==> config.mk <==
export PLATFORM = sky130hd
export DESIGN_NAME = osd_overlay_top
export DESIGN_NICKNAME = d
export VERILOG_FILES = /design/src/osd_pkg.sv /design/src/timing_gen_xy.sv /design/src/osd_apb_regs.sv /design/src/osd_region.sv /design/src/osd_mixer.sv /design/src/osd_overlay_top.sv
export SDC_FILE = /design/constraint.sdc
export NUM_CORES = 2
export LEC_CHECK = 0
export BUFFER_PORTS_ARGS = -buffer_cell sky130_fd_sc_hd__buf_2
export CAP_MARGIN = 20
export CORE_MARGIN = 2
export CORE_UTILIZATION = 27
export DETAILED_ROUTE_END_ITERATION = 10
export GPL_TIMING_DRIVEN = 1
export PLACE_DENSITY = 0.46
export REMOVE_ABC_BUFFERS = 1
export SLEW_MARGIN = 25
export SYNTH_ARGS = -nofsm -noshare
export SYNTH_HDL_FRONTEND = slang
export SYNTH_SLANG_ARGS = --single-unit
==> constraint.sdc <==
create_clock -name pclk -period 9.6 [get_ports pclk]
set_input_delay 0.96 -clock pclk [delete_from_list [all_inputs] [get_ports pclk]]
set_output_delay 0.96 -clock pclk [all_outputs]
set_load 0.01 [all_outputs]
==> src/osd_pkg.sv <==
`default_nettype none

package osd_pkg;

  // window geometry
  localparam int osd_num_regions = 3;     // character windows
  localparam int osd_win_w = 64;          // window width in pixels
  localparam int osd_win_h = 16;          // window height in lines
  localparam int osd_glyph_bytes = 128;   // 8 px per byte, bit 0 leftmost

  // plain vector types
  typedef logic [11:0] coord_t;           // pixel coordinate
  typedef logic [23:0] rgb_t;             // pixel colour
  typedef logic [6:0]  glyph_addr_t;      // byte address in one glyph memory
  typedef logic [7:0]  glyph_byte_t;      // one row slice of 8 pixels
  typedef logic [11:0] apb_addr_t;
  typedef logic [31:0] apb_data_t;

  localparam rgb_t osd_default_color = 24'h0066cc;  // font colour after reset

  // register map
  localparam apb_addr_t reg_color_addr = 12'h000;   // colour in bits 23:0
  localparam apb_addr_t reg_region_base = 12'h010;  // one word per region
  localparam apb_addr_t glyph_base = 12'h400;       // 0x80 bytes per region

  // the video as it crosses the pins
  typedef struct packed {
    logic hs;
    logic vs;
    logic de;
    rgb_t data;
  } video_t;

  // video tagged with its position in the active picture
  typedef struct packed {
    video_t video;
    coord_t x;
    coord_t y;
  } video_xy_t;

  typedef struct packed {
    logic   en;
    coord_t org_x;                        // left column of the window
    coord_t org_y;                        // top line of the window
  } region_cfg_t;

  // one-cycle write into a region's glyph memory
  typedef struct packed {
    logic        we;
    logic [1:0]  region;                  // target region index
    glyph_addr_t addr;
    glyph_byte_t data;
  } glyph_wr_t;

endpackage

`default_nettype wire

==> src/timing_gen_xy.sv <==
`timescale 1ns/1ps
`default_nettype none

module timing_gen_xy (
  input  logic               pclk,
  input  logic               i_arst_n,
  input  osd_pkg::video_t    i_video,
  output osd_pkg::video_xy_t o_video_xy
);

  logic de_q;                             // de of the pixel held in the register
  logic line_end;                         // falling edge of de
  logic x_run;                            // still inside the same active run

  assign de_q     = o_video_xy.video.de;
  assign line_end = de_q && !i_video.de;
  assign x_run    = de_q && i_video.de;

  // x counts pixels inside the active run, zero on the first de pixel.
  // y counts finished active lines and is held at zero during vs.
  always_ff @(posedge pclk or negedge i_arst_n) begin
    if (!i_arst_n) begin
      o_video_xy <= '0;
    end else begin
      o_video_xy.video <= i_video;

      if (x_run) begin
        o_video_xy.x <= o_video_xy.x + osd_pkg::coord_t'(1);
      end else begin
        o_video_xy.x <= '0;               // restart for the next line
      end

      if (i_video.vs) begin
        o_video_xy.y <= '0;               // new frame
      end else if (line_end) begin
        o_video_xy.y <= o_video_xy.y + osd_pkg::coord_t'(1);
      end
    end
  end

endmodule

`default_nettype wire

==> src/osd_apb_regs.sv <==
`timescale 1ns/1ps
`default_nettype none

module osd_apb_regs (
  input  logic                                                pclk,
  input  logic                                                i_arst_n,
  input  logic                                                i_psel,
  input  logic                                                i_penable,
  input  logic                                                i_pwrite,
  input  osd_pkg::apb_addr_t                                  i_paddr,
  input  osd_pkg::apb_data_t                                  i_pwdata,
  output osd_pkg::apb_data_t                                  o_prdata,
  output logic                                                o_pready,
  output logic                                                o_pslverr,
  output osd_pkg::rgb_t                                       o_color,
  output osd_pkg::region_cfg_t [osd_pkg::osd_num_regions-1:0] o_region_cfg,
  output osd_pkg::glyph_wr_t                                  o_glyph_wr
);

  logic               access;             // APB access phase
  logic               wr_en;
  logic               sel_color;
  logic               sel_region;
  logic               sel_glyph;
  osd_pkg::apb_addr_t region_off;         // offset from the first region word
  osd_pkg::apb_addr_t glyph_off;          // offset into glyph space
  logic [1:0]         region_idx;

  assign access     = i_psel && i_penable;
  assign wr_en      = access && i_pwrite;
  assign region_off = i_paddr - osd_pkg::reg_region_base;
  assign glyph_off  = i_paddr - osd_pkg::glyph_base;
  assign region_idx = region_off[3:2];    // 4 bytes per region word

  // address decode
  assign sel_color  = (i_paddr == osd_pkg::reg_color_addr);
  assign sel_region = (i_paddr >= osd_pkg::reg_region_base) &&
                      (region_off < osd_pkg::apb_addr_t'(4 * osd_pkg::osd_num_regions)) &&
                      (region_off[1:0] == 2'b00);
  assign sel_glyph  = (i_paddr >= osd_pkg::glyph_base) &&
                      (glyph_off <
                       osd_pkg::apb_addr_t'(osd_pkg::osd_num_regions * osd_pkg::osd_glyph_bytes));

  assign o_pready  = 1'b1;                // zero wait states
  assign o_pslverr = access && !(sel_color || sel_region || sel_glyph);

  // read mux, glyph space reads as zero
  always_comb begin
    o_prdata = '0;
    if (access && !i_pwrite) begin
      if (sel_color) begin
        o_prdata = {8'h00, o_color};
      end else if (sel_region) begin
        o_prdata = {o_region_cfg[region_idx].en, 7'h00,
                    o_region_cfg[region_idx].org_y, o_region_cfg[region_idx].org_x};
      end
    end
  end

  always_ff @(posedge pclk or negedge i_arst_n) begin
    if (!i_arst_n) begin
      o_color      <= osd_pkg::osd_default_color;
      o_region_cfg <= '0;                 // all windows off
    end else if (wr_en) begin
      if (sel_color) begin
        o_color <= i_pwdata[23:0];
      end
      if (sel_region) begin
        o_region_cfg[region_idx].en    <= i_pwdata[31];
        o_region_cfg[region_idx].org_y <= i_pwdata[23:12];
        o_region_cfg[region_idx].org_x <= i_pwdata[11:0];
      end
    end
  end

  // glyph byte goes out as a single-cycle strobe
  always_ff @(posedge pclk or negedge i_arst_n) begin
    if (!i_arst_n) begin
      o_glyph_wr <= '0;
    end else begin
      o_glyph_wr.we     <= wr_en && sel_glyph;
      o_glyph_wr.region <= glyph_off[8:7];  // 0x80 bytes per region
      o_glyph_wr.addr   <= glyph_off[6:0];
      o_glyph_wr.data   <= i_pwdata[7:0];
    end
  end

endmodule

`default_nettype wire

==> src/osd_region.sv <==
`timescale 1ns/1ps
`default_nettype none

module osd_region (
  input  logic                 pclk,
  input  logic                 i_arst_n,
  input  osd_pkg::video_xy_t   i_video_xy,
  input  osd_pkg::region_cfg_t i_cfg,
  input  osd_pkg::glyph_wr_t   i_glyph_wr,
  input  logic [1:0]           i_region_id,
  output logic                 o_hit
);

  osd_pkg::glyph_byte_t glyph_mem [osd_pkg::osd_glyph_bytes];

  osd_pkg::coord_t      dx;               // column offset inside the window
  osd_pkg::coord_t      dy;               // row offset inside the window
  logic                 in_x;
  logic                 in_y;
  logic                 in_win;

  logic                 s1_in;
  osd_pkg::glyph_addr_t s1_addr;
  logic [2:0]           s1_bit;

  logic                 s2_in;
  osd_pkg::glyph_byte_t s2_byte;
  logic [2:0]           s2_bit;

  assign dx = i_video_xy.x - i_cfg.org_x;
  assign dy = i_video_xy.y - i_cfg.org_y;

  // offsets only count once the pixel is past the origin
  assign in_x = (i_video_xy.x >= i_cfg.org_x) &&
                (dx < osd_pkg::coord_t'(osd_pkg::osd_win_w));
  assign in_y = (i_video_xy.y >= i_cfg.org_y) &&
                (dy < osd_pkg::coord_t'(osd_pkg::osd_win_h));
  assign in_win = i_cfg.en && i_video_xy.video.de && in_x && in_y;

  // stage 1, window test
  always_ff @(posedge pclk or negedge i_arst_n) begin
    if (!i_arst_n) begin
      s1_in <= 1'b0;
      s2_in <= 1'b0;
    end else begin
      s1_in <= in_win;
      s2_in <= s1_in;
    end
  end

  // byte address is row * 8 + column / 8, 8 bytes per 64-pixel row
  always_ff @(posedge pclk) begin
    s1_addr <= {dy[3:0], dx[5:3]};
    s1_bit  <= dx[2:0];
  end

  // glyph memory, written from the APB side
  always_ff @(posedge pclk) begin
    if (i_glyph_wr.we && (i_glyph_wr.region == i_region_id)) begin
      glyph_mem[i_glyph_wr.addr] <= i_glyph_wr.data;
    end
  end

  // stage 2, synchronous read
  always_ff @(posedge pclk) begin
    s2_byte <= glyph_mem[s1_addr];
    s2_bit  <= s1_bit;
  end

  assign o_hit = s2_in && s2_byte[s2_bit];  // bit 0 is the leftmost pixel

endmodule

`default_nettype wire

==> src/osd_mixer.sv <==
`timescale 1ns/1ps
`default_nettype none

module osd_mixer (
  input  logic                                pclk,
  input  logic                                i_arst_n,
  input  osd_pkg::video_t                     i_video,
  input  logic [osd_pkg::osd_num_regions-1:0] i_hits,
  input  osd_pkg::rgb_t                       i_color,
  output osd_pkg::video_t                     o_video
);

  osd_pkg::video_t vid_d1;
  osd_pkg::video_t vid_d2;                // lines up with the region hits
  logic            any_hit;

  assign any_hit = |i_hits;               // overlapping windows just OR

  always_ff @(posedge pclk or negedge i_arst_n) begin
    if (!i_arst_n) begin
      vid_d1  <= '0;
      vid_d2  <= '0;
      o_video <= '0;
    end else begin
      vid_d1 <= i_video;
      vid_d2 <= vid_d1;

      o_video.hs <= vid_d2.hs;
      o_video.vs <= vid_d2.vs;
      o_video.de <= vid_d2.de;

      if (any_hit) begin
        o_video.data <= i_color;          // lit font pixel
      end else begin
        o_video.data <= vid_d2.data;
      end
    end
  end

endmodule

`default_nettype wire

==> src/osd_overlay_top.sv <==
`timescale 1ns/1ps
`default_nettype none

module osd_overlay_top (
  input  logic               pclk,
  input  logic               i_arst_n,
  input  logic               i_hs,
  input  logic               i_vs,
  input  logic               i_de,
  input  osd_pkg::rgb_t      i_data,
  input  logic               i_psel,
  input  logic               i_penable,
  input  logic               i_pwrite,
  input  osd_pkg::apb_addr_t i_paddr,
  input  osd_pkg::apb_data_t i_pwdata,
  output osd_pkg::apb_data_t o_prdata,
  output logic               o_pready,
  output logic               o_pslverr,
  output logic               o_hs,
  output logic               o_vs,
  output logic               o_de,
  output osd_pkg::rgb_t      o_data
);

  osd_pkg::video_t                                     video_in;
  osd_pkg::video_t                                     video_out;
  osd_pkg::video_xy_t                                  video_xy;
  osd_pkg::rgb_t                                       font_color;
  osd_pkg::region_cfg_t [osd_pkg::osd_num_regions-1:0] region_cfg;
  osd_pkg::glyph_wr_t                                  glyph_wr;
  logic [osd_pkg::osd_num_regions-1:0]                 hits;

  assign video_in = '{hs: i_hs, vs: i_vs, de: i_de, data: i_data};

  assign o_hs   = video_out.hs;
  assign o_vs   = video_out.vs;
  assign o_de   = video_out.de;
  assign o_data = video_out.data;

  timing_gen_xy timing_gen_xy_inst (
    .pclk      (pclk),
    .i_arst_n  (i_arst_n),
    .i_video   (video_in),
    .o_video_xy(video_xy)
  );

  osd_apb_regs osd_apb_regs_inst (
    .pclk        (pclk),
    .i_arst_n    (i_arst_n),
    .i_psel      (i_psel),
    .i_penable   (i_penable),
    .i_pwrite    (i_pwrite),
    .i_paddr     (i_paddr),
    .i_pwdata    (i_pwdata),
    .o_prdata    (o_prdata),
    .o_pready    (o_pready),
    .o_pslverr   (o_pslverr),
    .o_color     (font_color),
    .o_region_cfg(region_cfg),
    .o_glyph_wr  (glyph_wr)
  );

  for (genvar gi = 0; gi < osd_pkg::osd_num_regions; gi++) begin : g_region
    osd_region osd_region_inst (
      .pclk       (pclk),
      .i_arst_n   (i_arst_n),
      .i_video_xy (video_xy),
      .i_cfg      (region_cfg[gi]),
      .i_glyph_wr (glyph_wr),
      .i_region_id(2'(gi)),
      .o_hit      (hits[gi])
    );
  end

  osd_mixer osd_mixer_inst (
    .pclk    (pclk),
    .i_arst_n(i_arst_n),
    .i_video (video_xy.video),
    .i_hits  (hits),
    .i_color (font_color),
    .o_video (video_out)
  );

endmodule

`default_nettype wire

==> results.md <==
Run status:
- The run finished with clean final reports.

Detailed routing:
- After detailed routing, the average wire length per cell comes to 25.7 µm.
- After detailed routing, the number of vias per cell comes to about 4.7.
- Before antenna repair, the detailed router went through 5 iterations.
- The final layout contains routed wiring with a total length of 344000 µm.
- The number of design-rule violations left by the first detailed-router iteration is 5612.
- The post-route antenna net violation count is 0.
- The vias after detailed routing is 63400.
- After detailed routing, the number of remaining DRC violations is 0.

Critical path:
- The worst endpoint data arrival time is 4.13 ns.
- The worst setup path is launched from an input port.
- The required time of the worst setup path is 8.64 ns.
- Of all nets on the critical path, the largest fanout is 26.
- The critical path is of the input port to primary output type.
- The critical path endpoint category is a primary output.

Timing:
- The setup violation total in the final timing report is 0.
- The peak clock frequency supported by timing is roughly 200 MHz.
- The final worst clock skew is 0.0885 ns.
- At the pin with the least slew margin, the transition time is 1.17 ns.
- The minimum period implied by the final worst setup slack is 5.09 ns.
- Setup repair after global routing left no endpoint under its margin.
- The final max-slew violation count is 0.
- The number of endpoints with negative hold slack in the final report is 0.
- Dividing the final minimum period by the clock period gives 53.1%.
- The worst relative slew slack is 22.3%.

Synth:
- The share of the Yosys chip area taken by registers is 75.2%.
- Synthesis instantiated 73 different standard cells from the library.
- After synthesis, the share of flip-flops with an asynchronous set or reset is between 7 and 8%.
- The cell area that synthesis handed to floorplanning was 133000 µm².
- In this run, synthesis inferred ~3000 flip-flops with an integrated enable.
- The mean post-synth cell area is 20.9 µm².
- Counting every instance in the synthesized netlist gives 6365.
- The Yosys step of the flow raised 0 warnings.
- The flop and latch count out of synthesis is 3390.
- The most used flip-flop cell after synthesis is edfxtp_1.

Floorplan:
- The floorplan has 257 rows.
- The starting utilization of the core area is 27.1%.
- The area inside the core boundary is between 400000 and 500000 µm².
- In this run the count of I/O pins placed on the die edge is 137.
- The die covers 498000 µm².
- The die height is 705 µm.
- The width of the die is ~700 µm.

Global route:
- For this run the aggregate overflow at the end of global routing stands at 0.
- Across every metal layer, demand over resource in global routing totals around 13%.
- The largest net degree at the start of global routing is 197.
- The initial antenna violation count is 16.
- The global routing usage on met2 is 21.9%.
- The met3 layer usage reported by global route is under 10%.
- The most used routing layer is met2.
- The global-route met1 utilization is 19.2%.
- The via count of the first global-routing pass is 66200.
- The global-route wire length before repair is 494000 µm.

Cells and area:
- The final cell count without fillers is roughly 13000.
- The share of post-route cells with drive strength above 1 is 26.4%.
- The number of filler instances in the final layout is 47000.
- The final core utilization is 31.3%.
- The net total in the final layout is 6786.
- The relative area change from synthesis to final layout is 15.3%.

Power and ir drop:
- The static power due to leakage is 0.0475 µW.
- The internal power contribution is 24500 µW.
- The share of total power dissipated in combinational logic is 2.0%.
- The analysis attributes to net switching a power of 6480 µW.
- Of the total power, registers draw between 50 and 60%.
- Net switching is 20.9% of the power.
- In this run, the clock network consumes 45.6% of the power.
- The maximum resistive drop on vdd is 140 µV.
- Dividing total power by cell area gives a power density of ~200 nW/µm².
- The power consumption is 31000 µW.

Clocking:
- TritonCTS built the clock tree.
- No sink is reached through more buffers than the 4 on the longest clock path.
- CTS saw approximately 3400 sinks.
- The post-cts hold buffer count is 4.
- Gates resized during post-CTS repair numbered 0.
- The insertion delay to the later sink of the worst-skew pair is 0.99 ns.
- The setup fix buffers added after clock tree synthesis is 0.
- The clock slew at the register clock pins of the worst setup and hold paths is 0.06 ns.
- The H-tree was split into 5 levels.
- In this run, CTS created clock tree buffers numbering 370.
- The library cell used as clock root buffer is clkbuf_16.

Placement:
- The number of input and output port buffers inserted is 121.
- The placed wire-length estimate is 206000 µm.
- The number of instances in the placed design is 12700.
- Routability-driven placement finished with a final weighted congestion of 0.824.

Run:
- The count of maximum capacitance violations is 0.

Worst hold path:
- The path class of the lowest-slack min-delay path is input port to flop.
synth_stat cells (27+ instances only):
| library cell | instances | area share, % |
|---|---|---|
| inv_1 | 100 | 0.28 |
| buf_4 | 49 | 0.28 |
| o21ai_0 | 107 | 0.40 |
| dfrtp_1 | 247 | 4.7 |
| a21oi_1 | 43 | 0.16 |
| nor2_1 | 476 | 1.3 |
| nor4_1 | 32 | 0.15 |
| clkbuf_1 | 161 | 0.45 |
| mux2i_1 | 126 | 0.95 |
| nor3_1 | 47 | 0.18 |
| buf_2 | 102 | 0.38 |
| buf_1 | 30 | 0.085 |
| nand3_1 | 31 | 0.12 |
| o22ai_1 | 77 | 0.36 |
| dfxtp_1 | 63 | 0.95 |
| ha_1 | 74 | 0.70 |
| nand2_1 | 151 | 0.43 |
| mux2_2 | 64 | 0.54 |
| edfxtp_1 | 3072 | 69 |
| a221oi_1 | 27 | 0.18 |
| nor2b_1 | 27 | 0.13 |
| mux4_2 | 918 | 16 |
cells in the final DEF, fill, tap and decap left out, types with 16 or more instances in the layout:
cell,count
edfxtp_1,3072
mux4_2,918
nor2_1,471
clkbuf_16,377
dfrtp_1,239
nand2_1,148
mux2i_1,126
buf_2,120
o21ai_0,107
inv_1,100
buf_4,88
clkinv_1,83
o22ai_1,77
ha_1,74
clkinv_2,74
mux2_2,64
clkbuf_1,64
dfxtp_1,51
nor3_1,47
a21oi_1,43
nor4_1,32
bufinv_16,31
nand3_1,27
a221oi_1,27
nor2b_1,26
a22o_1,26
a22oi_1,26
xor2_1,20
mux2_4,20
xnor2_1,19
nand3b_1,19
nand2b_1,18
clkbuf_8,17
a21o_1,16
clkinvlp_4,16
logic make-up after synthesis:
group,share of synthesized area [%]
other,0.00565
buffers and inverters,1.55
adders and majority gates,0.787
AOI/OAI and AO/OA,1.98
muxes,17.3
and+or+nand+nor,2.96
DFF,75.2
xor gates and xnor gates,0.257
area by class of cell:
| cell class | instances | area (µm²) | share of cell area [%] |
|---|---|---|---|
| clock inverter | 227 | 2120 | 1.38 |
| inverter | 100 | 375 | 0.245 |
| multi-input combinational | 2533 | 31000 | 20.2 |
| clock buffer | 458 | 9910 | 6.47 |
| timing repair buffer | 235 | 1730 | 1.13 |
| sequential | 3390 | 100000 | 65.2 |
| antenna | 6 | 15.0 | 0.00980 |
| tap | 6475 | 8100 | 5.29 |
power by group through the flow:
stage / Combinational [µW] / Clock (µW) / Sequential (µW)
2_1_floorplan: 243 / 0 / 16700
3_3_place_gp: 619 / 0 / 16500
3_5_place_dp: 637 / 0 / 16500
4_1_cts: 639 / 14500 / 16200
5_1_grt: 678 / 15000 / 16200
6_report: 625 / 14100 / 16200
stage by stage:
step / worst slack (ns) / hold WS [ns] / area [µm²] / setup TNS, ns
2_1_floorplan: -2.58 / 0.310 / 131000 / -61.84
3_3_place_gp: 4.95 / 0.318 / 141000 / 0
3_5_place_dp: 4.94 / 0.317 / 141000 / 0
4_1_cts: 4.40 / 0.00169 / 153000 / 0
5_1_grt: 4.33 / 0.0274 / 153000 / 0
6_report: 4.51 / 0.103 / 153000 / 0
registers in the layout (all words and copies together) (netlist names):
| register | flops |
|---|---|
| g_region.osd_region_inst.s1_addr | 21 |
| timing_gen_xy_inst.de_q | 1 |
| g_region.osd_region_inst.glyph_mem | 3072 |
| g_region.osd_region_inst.s1_bit | 9 |
| osd_apb_regs_inst.o_glyph_wr | 18 |
| g_region.osd_region_inst.s2_in | 3 |
| g_region.osd_region_inst.s1_in | 3 |
| osd_mixer_inst.vid_d1 | 27 |
| g_region.osd_region_inst.s2_bit | 9 |
| osd_mixer_inst.o_video | 27 |
| osd_apb_regs_inst.o_region_cfg | 75 |
| osd_apb_regs_inst.o_color | 24 |
| timing_gen_xy_inst.o_video_xy | 50 |
| osd_mixer_inst.vid_d2 | 27 |
| g_region.osd_region_inst.s2_byte | 24 |
worst paths after layout:
kind,startpoint,endpoint,slack (ns),cells after the start
worst max-delay path,i_paddr[6],o_prdata[3],4.51,9
worst min-delay path,i_data[10],timing_gen_xy_inst.o_video_xy[34],0.10,1
worst max register to register,g_region[0].osd_region_inst.s1_addr[0],g_region[0].osd_region_inst.s2_byte[1],5.25,6
worst min register to register,timing_gen_xy_inst.o_video_xy[36],osd_mixer_inst.vid_d1[12],0.33,0
max in group asynchronous,i_arst_n,osd_apb_regs_inst.o_glyph_wr[0],6.87,4
min in group asynchronous,i_arst_n,timing_gen_xy_inst.o_video_xy[40],0.59,2
metal layers:
layer | wire [µm] | vias to the layer above
met5 | 13 | -
met4 | 7660 | 2
met3 | 17200 | 467
met2 | 165000 | 1602
met1 | 155000 | 34500
li1 | - | 26800
critical path: stages:
cell and delay (ns):
dlygate4sd3_1 0.53, buf_2 0.13, nor4_2 0.24, nand3_1 0.78, nor4_4 0.40, buf_4 0.42, a22oi_1 0.16, nor2_1 0.23
buf_2 0.17
No activity file was read; power rests on OpenSTA's default activity.
